`config.mk`:
```
export PLATFORM = sky130hd
export DESIGN_NAME = smartnic_app
export DESIGN_NICKNAME = d
export VERILOG_FILES = /design/src/smartnic_app_pkg.sv /design/src/smartnic_app.sv /design/src/egr_merge.sv /design/src/rss_hash_gen.sv /design/src/axis_fifo.sv
export VERILOG_INCLUDE_DIRS = /design/src
export SDC_FILE = /design/constraint.sdc
export NUM_CORES = 1
export LEC_CHECK = 0
export BUFFER_PORTS_ARGS = -buffer_cell sky130_fd_sc_hd__clkbuf_2
export CAP_MARGIN = 10
export CELL_PAD_IN_SITES_DETAIL_PLACEMENT = 0
export CELL_PAD_IN_SITES_GLOBAL_PLACEMENT = 2
export CORE_MARGIN = 4
export CORE_UTILIZATION = 30
export DETAILED_ROUTE_END_ITERATION = 6
export PLACE_DENSITY = 0.59
export SLEW_MARGIN = 20
export SYNTH_ARGS = -nofsm -noshare
export SYNTH_HDL_FRONTEND = slang
export SYNTH_SLANG_ARGS = --single-unit
```
`constraint.sdc`:
```
create_clock -name core_clk -period 16.1 [get_ports core_clk]
set_input_delay 0.805 -clock core_clk [delete_from_list [all_inputs] [get_ports core_clk]]
set_output_delay 0.805 -clock core_clk [all_outputs]
set_load 0.005 [all_outputs]
```
`src/smartnic_app_params.svh`:
```
`ifndef SMARTNIC_APP_PARAMS_SVH
`define SMARTNIC_APP_PARAMS_SVH

// ----------------------------------------------------------
// AXI-Stream data path
// ----------------------------------------------------------
`define AXIS_DATA_WID     64
`define AXIS_KEEP_WID     8
`define PORT_WID          4

// RSS hash output width
`define RSS_ENTROPY_WID   12

// ----------------------------------------------------------
// FIFO depths, in entries
// ----------------------------------------------------------
`define BEAT_FIFO_DEPTH   8
`define META_FIFO_DEPTH   4

`endif
```
`src/smartnic_app_pkg.sv`:
```
`default_nettype none

`include "smartnic_app_params.svh"

package smartnic_app_pkg;

    // ----------------------------------------------------------
    // Stream beat as stored in the beat FIFO
    // ----------------------------------------------------------
    typedef struct packed {
        logic [`AXIS_DATA_WID-1:0]    tdata;
        logic [`AXIS_KEEP_WID-1:0]    tkeep;
        logic                         tlast;
        logic [`PORT_WID-1:0]         tid;
        logic [`PORT_WID-1:0]         tdest;
    } axis_beat_t;

    // ----------------------------------------------------------
    // Per-packet RSS metadata
    // ----------------------------------------------------------
    // Zero entropy whenever rss_enable is clear
    typedef struct packed {
        logic                         rss_enable;
        logic [`RSS_ENTROPY_WID-1:0]  rss_entropy;
    } rss_meta_t;

endpackage : smartnic_app_pkg

`default_nettype wire

```
`src/smartnic_app.sv`:
```
`timescale 1ns/1ps
`default_nettype none

`include "smartnic_app_params.svh"

module smartnic_app (
    input  wire                          core_clk,
    input  wire                          reset,

    // RSS enable level, sampled per packet
    input  wire                          rss_enable,

    // AXI-S app_igr interface
    input  wire                          axis_app_igr_tvalid,
    output logic                         axis_app_igr_tready,
    input  wire [`AXIS_DATA_WID-1:0]     axis_app_igr_tdata,
    input  wire [`AXIS_KEEP_WID-1:0]     axis_app_igr_tkeep,
    input  wire                          axis_app_igr_tlast,
    input  wire [`PORT_WID-1:0]          axis_app_igr_tid,
    input  wire [`PORT_WID-1:0]          axis_app_igr_tdest,

    // AXI-S app_egr interface
    output logic                         axis_app_egr_tvalid,
    input  wire                          axis_app_egr_tready,
    output logic [`AXIS_DATA_WID-1:0]    axis_app_egr_tdata,
    output logic [`AXIS_KEEP_WID-1:0]    axis_app_egr_tkeep,
    output logic                         axis_app_egr_tlast,
    output logic [`PORT_WID-1:0]         axis_app_egr_tid,
    output logic [`PORT_WID-1:0]         axis_app_egr_tdest,
    output logic                         axis_app_egr_tuser_rss_enable,
    output logic [`RSS_ENTROPY_WID-1:0]  axis_app_egr_tuser_rss_entropy
);

    // Beat FIFO
    logic                          beat_push;
    smartnic_app_pkg::axis_beat_t  beat_push_data;
    logic                          beat_full;
    logic                          beat_pop;
    smartnic_app_pkg::axis_beat_t  beat_pop_data;
    logic                          beat_valid;

    // Metadata FIFO
    logic                          meta_push;
    smartnic_app_pkg::rss_meta_t   meta_push_data;
    logic                          meta_full;
    logic                          meta_pop;
    smartnic_app_pkg::rss_meta_t   meta_pop_data;
    logic                          meta_valid;

    // ----------------------------------------------------------
    // Ingress acceptance and hashing
    // ----------------------------------------------------------
    rss_hash_gen u_rss_hash_gen (
        .core_clk   ( core_clk ),
        .reset      ( reset ),
        .rss_enable ( rss_enable ),
        .igr_tvalid ( axis_app_igr_tvalid ),
        .igr_tready ( axis_app_igr_tready ),
        .igr_tdata  ( axis_app_igr_tdata ),
        .igr_tkeep  ( axis_app_igr_tkeep ),
        .igr_tlast  ( axis_app_igr_tlast ),
        .igr_tid    ( axis_app_igr_tid ),
        .igr_tdest  ( axis_app_igr_tdest ),
        .beat_full  ( beat_full ),
        .meta_full  ( meta_full ),
        .beat_push  ( beat_push ),
        .beat_data  ( beat_push_data ),
        .meta_push  ( meta_push ),
        .meta_data  ( meta_push_data )
    );

    // ----------------------------------------------------------
    // Storage
    // ----------------------------------------------------------
    axis_fifo #(
        .payload_t ( smartnic_app_pkg::axis_beat_t ),
        .DEPTH     ( `BEAT_FIFO_DEPTH )
    ) u_beat_fifo (
        .core_clk  ( core_clk ),
        .reset     ( reset ),
        .push      ( beat_push ),
        .push_data ( beat_push_data ),
        .full      ( beat_full ),
        .pop       ( beat_pop ),
        .pop_data  ( beat_pop_data ),
        .valid     ( beat_valid )
    );

    // One entry per packet
    axis_fifo #(
        .payload_t ( smartnic_app_pkg::rss_meta_t ),
        .DEPTH     ( `META_FIFO_DEPTH )
    ) u_meta_fifo (
        .core_clk  ( core_clk ),
        .reset     ( reset ),
        .push      ( meta_push ),
        .push_data ( meta_push_data ),
        .full      ( meta_full ),
        .pop       ( meta_pop ),
        .pop_data  ( meta_pop_data ),
        .valid     ( meta_valid )
    );

    // ----------------------------------------------------------
    // Egress merge
    // ----------------------------------------------------------
    egr_merge u_egr_merge (
        .beat_valid            ( beat_valid ),
        .beat_data             ( beat_pop_data ),
        .beat_pop              ( beat_pop ),
        .meta_valid            ( meta_valid ),
        .meta_data             ( meta_pop_data ),
        .meta_pop              ( meta_pop ),
        .egr_tvalid            ( axis_app_egr_tvalid ),
        .egr_tready            ( axis_app_egr_tready ),
        .egr_tdata             ( axis_app_egr_tdata ),
        .egr_tkeep             ( axis_app_egr_tkeep ),
        .egr_tlast             ( axis_app_egr_tlast ),
        .egr_tid               ( axis_app_egr_tid ),
        .egr_tdest             ( axis_app_egr_tdest ),
        .egr_tuser_rss_enable  ( axis_app_egr_tuser_rss_enable ),
        .egr_tuser_rss_entropy ( axis_app_egr_tuser_rss_entropy )
    );

endmodule : smartnic_app

`default_nettype wire

```
`src/egr_merge.sv`:
```
`timescale 1ns/1ps
`default_nettype none

`include "smartnic_app_params.svh"

module egr_merge (
    // Beat FIFO read side
    input  wire                                 beat_valid,
    input  wire smartnic_app_pkg::axis_beat_t   beat_data,
    output logic                                beat_pop,

    // Metadata FIFO read side
    input  wire                                 meta_valid,
    input  wire smartnic_app_pkg::rss_meta_t    meta_data,
    output logic                                meta_pop,

    // Egress stream
    output logic                                egr_tvalid,
    input  wire                                 egr_tready,
    output logic [`AXIS_DATA_WID-1:0]           egr_tdata,
    output logic [`AXIS_KEEP_WID-1:0]           egr_tkeep,
    output logic                                egr_tlast,
    output logic [`PORT_WID-1:0]                egr_tid,
    output logic [`PORT_WID-1:0]                egr_tdest,
    output logic                                egr_tuser_rss_enable,
    output logic [`RSS_ENTROPY_WID-1:0]         egr_tuser_rss_entropy
);

    logic xfer;

    // ----------------------------------------------------------
    // Handshake
    // ----------------------------------------------------------
    // Metadata is pushed on the first beat, so a stored beat may
    // briefly wait on its entry; hold valid until both are there
    assign egr_tvalid = beat_valid && meta_valid;
    assign xfer       = egr_tvalid && egr_tready;

    // Every transfer consumes a beat
    assign beat_pop = xfer;

    // Metadata stays at the head for the whole packet
    assign meta_pop = xfer && beat_data.tlast;

    // ----------------------------------------------------------
    // Egress payload
    // ----------------------------------------------------------
    // Both FIFO outputs are stable while valid is high and
    // nothing pops, so the beat holds until ready
    assign egr_tdata  = beat_data.tdata;
    assign egr_tkeep  = beat_data.tkeep;
    assign egr_tlast  = beat_data.tlast;
    assign egr_tid    = beat_data.tid;
    assign egr_tdest  = beat_data.tdest;

    // Same metadata on every beat of the packet
    assign egr_tuser_rss_enable  = meta_data.rss_enable;
    assign egr_tuser_rss_entropy = meta_data.rss_entropy;

endmodule : egr_merge

`default_nettype wire

```
`src/rss_hash_gen.sv`:
```
`timescale 1ns/1ps
`default_nettype none

`include "smartnic_app_params.svh"

module rss_hash_gen (
    input  wire                           core_clk,
    input  wire                           reset,

    // Sampled on each first beat
    input  wire                           rss_enable,

    // Ingress stream
    input  wire                           igr_tvalid,
    output logic                          igr_tready,
    input  wire [`AXIS_DATA_WID-1:0]      igr_tdata,
    input  wire [`AXIS_KEEP_WID-1:0]      igr_tkeep,
    input  wire                           igr_tlast,
    input  wire [`PORT_WID-1:0]           igr_tid,
    input  wire [`PORT_WID-1:0]           igr_tdest,

    // FIFO write sides
    input  wire                           beat_full,
    input  wire                           meta_full,
    output logic                          beat_push,
    output smartnic_app_pkg::axis_beat_t  beat_data,
    output logic                          meta_push,
    output smartnic_app_pkg::rss_meta_t   meta_data
);

    localparam int DATA_WID  = `AXIS_DATA_WID;
    localparam int ENT_WID   = `RSS_ENTROPY_WID;
    localparam int NUM_SLICE = DATA_WID / ENT_WID;
    localparam int REM_WID   = DATA_WID % ENT_WID;

    logic                 first_beat;
    logic                 accept;
    logic [ENT_WID-1:0]   entropy;

    // Folded XOR of the first beat and its source port
    function automatic logic [ENT_WID-1:0] fold_hash(
        input logic [DATA_WID-1:0]    tdata,
        input logic [`PORT_WID-1:0]   tid
    );
        logic [ENT_WID-1:0] acc;
        acc = '0;
        for (int i = 0; i < NUM_SLICE; i++) begin
            acc = acc ^ tdata[i*ENT_WID +: ENT_WID];
        end
        // Leftover top bits, zero-extended
        acc = acc ^ ENT_WID'(tdata[DATA_WID-1 -: REM_WID]);
        acc = acc ^ ENT_WID'(tid);
        return acc;
    endfunction

    // ----------------------------------------------------------
    // Acceptance
    // ----------------------------------------------------------
    // A first beat also needs room for its metadata entry
    assign igr_tready = !beat_full && (!first_beat || !meta_full);
    assign accept     = igr_tvalid && igr_tready;

    always_ff @(posedge core_clk) begin
        if (reset) begin
            first_beat <= 1'b1;
        end else if (accept) begin
            first_beat <= igr_tlast;
        end
    end

    // ----------------------------------------------------------
    // FIFO pushes
    // ----------------------------------------------------------
    assign beat_push       = accept;
    assign beat_data.tdata = igr_tdata;
    assign beat_data.tkeep = igr_tkeep;
    assign beat_data.tlast = igr_tlast;
    assign beat_data.tid   = igr_tid;
    assign beat_data.tdest = igr_tdest;

    assign entropy               = fold_hash(igr_tdata, igr_tid);
    assign meta_push             = accept && first_beat;
    assign meta_data.rss_enable  = rss_enable;
    assign meta_data.rss_entropy = rss_enable ? entropy : '0;

endmodule : rss_hash_gen

`default_nettype wire

```
`src/axis_fifo.sv`:
```
`timescale 1ns/1ps
`default_nettype none

module axis_fifo #(
    parameter type payload_t = logic,
    parameter int  DEPTH     = 4
) (
    input  wire           core_clk,
    input  wire           reset,

    // Write side
    input  wire           push,
    input  wire payload_t push_data,
    output logic          full,

    // Read side, show-ahead
    input  wire           pop,
    output payload_t      pop_data,
    output logic          valid
);

    localparam int PTR_WID = (DEPTH > 1) ? $clog2(DEPTH) : 1;
    localparam int CNT_WID = $clog2(DEPTH + 1);

    payload_t             mem [DEPTH];
    logic [PTR_WID-1:0]   wr_ptr;
    logic [PTR_WID-1:0]   rd_ptr;
    logic [CNT_WID-1:0]   count;
    logic                 wr_en;
    logic                 rd_en;

    // Wrap at DEPTH so non power-of-two depths also work
    function automatic logic [PTR_WID-1:0] next_ptr(input logic [PTR_WID-1:0] ptr);
        if (ptr == PTR_WID'(DEPTH - 1)) begin
            return '0;
        end
        return ptr + 1'b1;
    endfunction

    assign full  = (count == CNT_WID'(DEPTH));
    assign valid = (count != '0);
    assign wr_en = push && !full;
    assign rd_en = pop && valid;

    // ----------------------------------------------------------
    // Storage
    // ----------------------------------------------------------
    always_ff @(posedge core_clk) begin
        if (wr_en) begin
            mem[wr_ptr] <= push_data;
        end
    end

    // Oldest entry is always on the output
    assign pop_data = mem[rd_ptr];

    // ----------------------------------------------------------
    // Pointers and occupancy
    // ----------------------------------------------------------
    always_ff @(posedge core_clk) begin
        if (reset) begin
            wr_ptr <= '0;
            rd_ptr <= '0;
            count  <= '0;
        end else begin
            if (wr_en) begin
                wr_ptr <= next_ptr(wr_ptr);
            end
            if (rd_en) begin
                rd_ptr <= next_ptr(rd_ptr);
            end
            // Simultaneous push and pop leaves the count alone
            case ({wr_en, rd_en})
                2'b10:   count <= count + 1'b1;
                2'b01:   count <= count - 1'b1;
                default: count <= count;
            endcase
        end
    end

endmodule : axis_fifo

`default_nettype wire

```
==> results of run 1 <==
-- critical path: cells and delay by family (launching register included) --
family	cells	cell delay, ps
flops	1	640
mux	2	860
buf+inv	4	1090
-- per-stage QoR --
step / cells / power [mW] / area, um^2 / setup slack (ps) / util (%)
after floorplan: 1209 / 2.478 / 27950 / 6674 / -
after global placement: 2606 / 2.645 / 30370 / 12330 / 32.98
after detailed placement: 2606 / 2.651 / 30370 / 12410 / 32.98
after CTS: 2755 / 4.587 / 33160 / 11740 / 36.01
after global routing: 2756 / 4.696 / 33190 / 11600 / 36.05
final: 2759 / 4.507 / 33200 / 11940 / 36.06
-- cell usage after synthesis --
cell type / n / area, um^2
clkbuf_1: 19 / 71.32
buf_2: 16 / 80.08
o31a_1: 1 / 8.760
inv_2: 2 / 7.510
nor2_1: 12 / 45.04
o311ai_2: 1 / 16.27
or4b_4: 1 / 13.76
o21ai_1: 1 / 5.000
buf_1: 3 / 11.26
dfxtp_1: 23 / 460.4
mux2i_1: 2 / 20.02
and4_4: 1 / 11.26
xnor2_1: 48 / 420.4
nor4bb_1: 1 / 10.01
mux2i_2: 1 / 13.76
mux4_2: 175 / 3941
buf_4: 2 / 15.01
buf_6: 11 / 123.9
inv_1: 6 / 22.52
nand4b_1: 1 / 8.760
nand2_1: 11 / 41.29
or3b_2: 1 / 8.760
fa_1: 1 / 20.02
or3_1: 5 / 31.28
nor3_1: 5 / 25.02
xor2_1: 13 / 113.9
and2_1: 16 / 100.1
nand3b_1: 2 / 15.01
clkbuf_2: 1 / 5.000
nand3_1: 1 / 5.000
or3b_1: 1 / 8.760
nor2b_1: 2 / 12.51
o21ai_0: 5 / 25.02
nor4_1: 1 / 6.260
nand2b_1: 2 / 12.51
mux2_2: 81 / 912.1
or4_1: 2 / 15.01
and3b_1: 1 / 8.760
nor3b_1: 1 / 7.510
ha_1: 13 / 162.7
o21bai_1: 1 / 7.510
edfxtp_1: 700 / 21020
a21oi_1: 16 / 80.08
-- kinds of logic (layout without fill, tap and decap cells) --
family | after synthesis | count (layout) | synth area share (%)
buf+inv | 60 | 364 | 1.204
xor+xnor | 61 | 61 | 1.911
simple gates | 67 | 67 | 1.383
mux | 259 | 259 | 17.49
compound gates | 25 | 25 | 0.5103
flops | 723 | 723 | 76.85
fa+ha+maj | 14 | 14 | 0.6536
other cells | 0 | 3 | 0
-- layer usage --
metal / GRT usage (%) / vias to the layer above
li1: - / 5546
met1: 17.90 / 6855
met2: 22.63 / 247
met3: 2.592 / 91
met4: 3.597 / 4
met5: 0 / -
-- registers in the layout, indices dropped and copies added (netlist names), named ones only --
| signal | cells |
|---|---|
| u_beat_fifo.count | 4 |
| u_beat_fifo.mem | 648 |
| u_beat_fifo.rd_ptr | 3 |
| u_beat_fifo.wr_ptr | 3 |
| u_meta_fifo.count | 3 |
| u_meta_fifo.mem | 52 |
| u_meta_fifo.rd_ptr | 2 |
| u_meta_fifo.wr_ptr | 2 |
| u_rss_hash_gen.first_beat | 1 |
-- power by group through the flow --
| stage | Combinational [mW] | Sequential [mW] | Clock (mW) |
|---|---|---|---|
| after floorplan | 0.279 | 2.20 | 0 |
| after global placement | 0.444 | 2.20 | 0 |
| after detailed placement | 0.446 | 2.21 | 0 |
| after CTS | 0.448 | 2.17 | 1.97 |
| after global routing | 0.472 | 2.17 | 2.05 |
| final | 0.429 | 2.16 | 1.91 |
-- final timing paths --
kind,from,endpoint,slack (ps),depth (start not counted)
min,u_beat_fifo.rd_ptr[1]$_SDFFE_PP0N_,flip-flop,480,2
max reg2reg,flip-flop,u_meta_fifo.count[2]$_SDFFE_PP0P_,12480,11
min reg2reg,u_beat_fifo.rd_ptr[1]$_SDFFE_PP0N_,flip-flop,480,2
max,flip-flop,axis_app_egr_tlast,11940,6
-- layout make-up --
type	count	area [um^2]	area share, %
multi-input cells	426	6182	18.62
repair buffers	207	1137	3.426
flip-flops and latches	723	21490	64.73
clock inverters	47	639.4	1.926
clock buffers	102	2157	6.497
well taps	1243	1555	4.684
diodes	3	7.507	0.02261
inverters	8	30.03	0.09045
==> summary.txt, run 1 <==
Setup path
  – Critical path cell sequence: buf_12 > buf_16 > mux4_2 > mux2i_2 > inv_1 > clkbuf_2
  – Slowest CP cell: dfxtp_4
  – Crit Path Max Fanout: 57
  – Endpoint arrival time on the critical path: 3350 ps
  – CP peak stage delay: 640 ps
  – CP endpoint kind: output pin
  – Critical Path RT: 15,290 ps
  – Worst Setup Start Kind: flip-flop
  – Crit Path Category: flip-flop to output pin

Synth
  – Seq/Total Area, Yosys: 76.85%
  – Gate Count Post-Synth: 1,209
  – Synth Register Bits: 723
  – Ys Warns: 0
  – Synthesized area: 27,950 um^2
  – Synthesized area per cell: 23.12 um^2
  – Netlist cell types: 43
  – Syn_nets: 1,309

Finish
  – # fillers: 8,504
  – # nets final: 1,547
  – Share of cells above drive strength 1: 39.92%
  – Commonest non-fill, non-tap cell in the layout: edfxtp_1
  – Area Overhead vs Synth: 18.78%
  – Commonest non-fill, non-tap cells in the layout: edfxtp_1 (700), clkbuf_2 (181), mux4_2 (175)

Power
  – Clock share of power: 42.5%
  – Pwr per Cell Area: 135.8 nW/um^2
  – Maximum VDD drop: 0.07450 mV
  – Seq pwr share: 48.0%
  – Int Pwr: 3.521 mW
  – Net Sw Power: 0.9864 mW
  – Switching share of power: 21.89%
  – Leak Pwr: 10.49 nW
  – Logic pwr share: 9.5%

Floorplanning
  – Num rows: 111
  – I/O pin count: 182
  – Full die area: 98,120 um^2
  – Core ar.: 92,080 um^2
  – Vert. Die Dim: 313.2 um
  – Die X: 313.2 um
  – Initial Util: 30.35%

Clock tree
  – CTS tree: built
  – Setup Buffers After CTS: 0
  – Htree depth: 3
  – # clock sinks: 723
  – Num CTS Buffers: 81
  – Hold buffers post-CTS: 0
  – Post-CTS resize count: 0
  – Clk buf depth: 3
  – Clk pin slew, worst setup/hold paths: 60 ps
  – CTS root buffer: clkbuf_16
  – Clk_lat worst skew: 610 ps

Route
  – Detailed Routing Iterations Pass 1: 4
  – Drt via density: 4.619
  – Top routing layer in use: met5
  – Final ANT Viol Nets: 0
  – Routed wl met3: 2646 um
  – Met1 Wirelength: 29,080 um
  – Metal2 WL: 33,090 um
  – Final WL: 66,200 um
  – # DRC: 0
  – Per-cell routed wire length: 23.99 um
  – Initial DRC count: 871
  – DR vias: 12,740

Placement
  – Placed wire-length estimate: 39,520 um
  – GP Congestion: 0.6771
  – Port buffer count: 181

Timing
  – Setup violators final: 0
  – Setup TNS: 0 ps
  – Hold Vio Cnt, Final: 0
  – Skew final: 16.66 ps
  – Max Freq: 240.6 MHz
  – Worst-Margin Slew: 1065 ps
  – Final period util: 25.82%
  – Final min period: 4157 ps
  – Unrepaired setup endpoints after global routing: false
  – Slew Limit Headroom: 28.97%
  – Hold_ws: 475.4 ps
  – Final Slew Violations: 0

Global routing
  – First-pass GRT wire length: 96,240 um
  – Grt ovf: 0
  – GRT Resource Usage Total: 13.44%
  – Vias in the first global route: 13,540
  – Initial antenna violation count: 7
  – Largest net degree at the start of global routing: 113

Run status
  – Outcome: complete, no violations

Min path
  – Hold Path Class: flip-flop to flip-flop

Flow run
  – Max Cap Viol: 0
Power figures use the tool's default switching activity.
==> inputs of run 2 (changes only) <==
- ABC_AREA: default -> 1
- PLACE_DENSITY: 0.59 -> 0.67
- clock period: 16.1 -> 3.73 ns (I/O delays scaled with it)
==> summary.txt, run 2 <==
Timing
  – Slew Limit Headroom: 32.82%
  – Worst Setup Slack, final: 224.4 ps
  – Setup violators final: 0
  – Final min period: 3506 ps
  – Hold Vio Cnt, Final: 0
  – Skew final: 25.01 ps
  – Unrepaired setup endpoints after global routing: false
  – Final Slew Violations: 0
  – Final period util: 93.98%
  – Setup TNS: 0 ps
  – Worst-Margin Slew: 1008 ps
  – Max Freq: 285.3 MHz

Synth
  – Synthesized area per cell: 12.87 um^2
  – Yosys top cell area share: 73.32%
  – Ranking of synthesized cells by area: edfxtp_1 (73%), nor2_1 (8.2%), o21ai_0 (5.7%), o22ai_1 (2.0%), a31oi_1 (1.7%)
  – Most numerous cell in the Yosys netlist: edfxtp_1
  – Syn_nets: 2,327
  – Synthesized area: 28,670 um^2
  – Top FF cell, synth: edfxtp_1
  – Synth area leader: edfxtp_1
  – Ys Warns: 0
  – EDFF count, synth: 700
  – Synth async-reset ratio: 0%
  – Gate Count Post-Synth: 2,227
  – Commonest cells post-synth: edfxtp_1 (700), nor2_1 (623), o21ai_0 (326)
  – Netlist cell types: 31
  – Synth Register Bits: 723
  – Seq/Total Area, Yosys: 74.93%

Floorplanning
  – Die X: 317.1 um
  – Vert. Die Dim: 317.1 um
  – Initial Util: 30.22%
  – Full die area: 100,600 um^2
  – Num rows: 113
  – Core ar.: 94,870 um^2
  – I/O pin count: 182

Power
  – Leak Pwr: 11.70 nW
  – Maximum VDD drop: 0.3552 mV
  – Pwr per Cell Area: 561.3 nW/um^2

Setup path
  – Crit Path Category: flip-flop to output pin
  – CP endpoint kind: output pin
  – Cell mode on critical path: nor2_1
  – Top cell family by delay on the critical path: buffers and inverters
  – Worst Setup Start Kind: flip-flop
  – Slowest CP cell: dfxtp_4
  – RR Endpoint: u_meta_fifo.count[2]$_SDFFE_PP0P_
  – Critical path buffers and inverters: 2
  – Worst R2R Setup Slack: 970 ps
  – Endpoint arrival time on the critical path: 3320 ps
  – Crit Path Max Fanout: 188
  – CP peak stage delay: 670 ps
  – R2r worst-path depth: 12
  – Critical Path RT: 3540 ps
  – Critical path cell sequence: buf_12 > nor2_1 > nor2_1 > o21ai_0 > a31oi_1 > clkbuf_2

Route
  – DR vias: 18,280
  – Initial DRC count: 1,464
  – Drt via density: 4.800
  – # DRC: 0
  – Final ANT Viol Nets: 0
  – Detailed Routing Iterations Pass 1: 5
  – Final WL: 80,040 um
  – Per-cell routed wire length: 21.02 um

Run status
  – Outcome: complete, no violations

Finish
  – # nets final: 2,575
  – Largest register FFs: 648
  – Biggest register: u_beat_fifo.mem
  – Commonest non-fill, non-tap cells in the layout: edfxtp_1 (700), nor2_1 (615), o21ai_0 (326)
  – Footprint of the multi-input gates: 6356 um^2
  – Commonest non-fill, non-tap cell in the layout: edfxtp_1
  – Register area: 21,490 um^2
  – Area Overhead vs Synth: 19.72%
  – Share of cells above drive strength 1: 13.75%
  – Biggest regs: u_beat_fifo.mem x648, u_meta_fifo.mem x52, u_beat_fifo.count x4
  – # fillers: 9,176

Placement
  – Dpl ws: 924.0 ps
  – Port buffer count: 181
  – GP Congestion: 0.7328
  – Placed wire-length estimate: 43,830 um

Global routing
  – Largest net degree at the start of global routing: 189
  – GRT Resource Usage Total: 15.74%
  – Initial antenna violation count: 7
  – First-pass GRT wire length: 118,200 um
  – Vias in the first global route: 17,980
  – Grt ovf: 0

Clock tree
  – Clk buf depth: 3
  – Clk pin slew, worst setup/hold paths: 60 ps
  – CTS tree: built
  – Htree depth: 3
  – Clk_lat worst skew: 630 ps
  – CTS root buffer: clkbuf_16
  – Setup Buffers After CTS: 0
  – # clock sinks: 723
  – Num CTS Buffers: 81

Min path
  – Worst hold start: axis_app_egr_tready
  – Hold path cells: 4
  – Hold Path Class: primary input to flip-flop

Flow run
  – Max Cap Viol: 0
==> run 2: how the worst max path moves through the flow <==
| stage | start | to | slack (ps) | depth (start not counted) |
|---|---|---|---|---|
| 5_1_grt | flip-flop | axis_app_egr_tdata[11] | 40 | 6 |
| 2_1_floorplan | u_beat_fifo.count[0]$_SDFFE_PP0P_ | u_beat_fifo.mem[0][0]$_DFFE_PP_ | -1260 | 7 |
| 6_report | flip-flop | axis_app_egr_tdata[11] | 220 | 6 |
| 3_5_place_dp | flip-flop | axis_app_egr_tdata[11] | 920 | 6 |
| 3_3_place_gp | flip-flop | u_meta_fifo.count[2]$_SDFFE_PP0P_ | 820 | 12 |
| 4_1_cts | flip-flop | axis_app_egr_tdata[11] | 210 | 6 |
==> run 2: tightest hold or removal path: cells and delay by family <==
family,cells,cell delay (ps)
AND/OR/NAND/NOR,2,380
buffers and inverters,1,100
AO/OA/AOI/OAI,1,70
==> run 2: cell type report <==
class	count	area share (%)
inverter	44	0.5323
tap	1265	4.612
timing repair buffer	297	6.300
clock inverter	47	1.130
clock buffer	100	6.267
multi-input combinational	1328	18.52
sequential	723	62.61
antenna	4	0.02917
==> run 2: metal layers <==
layer / global-route usage (%) / vias to the layer above / share of wire, %
li1: - / 8593 / -
met3: 2.776 / 111 / 5.0
met1: 21.54 / 9167 / 45
met5: 0 / - / 0.034
met2: 25.87 / 403 / 48
met4: 4.415 / 4 / 2.0
==> run 2: cell families (layout without fill, tap and decap cells) <==
group	count (synthesis)	in the layout	share of synthesized area, %
flops	723	723	74.93
simple gates	722	722	9.737
compound gates	555	555	10.46
buf+inv	176	488	3.107
xor+xnor	37	37	1.130
fa+ha+maj	14	14	0.6372
other cells	0	4	0
==> run 2: what timing repair did <==
action / CTS / global route
endpoints found under the hold margin: 661 / 0
hold buffers: 84 / 0
resized for setup: 0 / 0
==> run 2: per-stage QoR <==
| step | cells | total power, mW | instance area [um^2] | hold slack [ps] | utilization, % |
|---|---|---|---|---|---|
| floorplan | 2227 | 10.84 | 28680 | 285.4 | - |
| global placement | 3573 | 11.80 | 30930 | 459.9 | 32.60 |
| detailed placement | 3573 | 11.83 | 30930 | 470.5 | 32.60 |
| CTS | 3804 | 19.56 | 34310 | 117.9 | 36.17 |
| global route | 3805 | 20.13 | 34310 | 140.1 | 36.17 |
| finish | 3808 | 19.26 | 34320 | 153.1 | 36.18 |
==> run 2: report_power, final <==
part	total, mW	switching (mW)	internal, mW
logic	2.31	1.57	0.732
registers	9.37	0.107	9.26
clock network	7.59	3.26	4.33
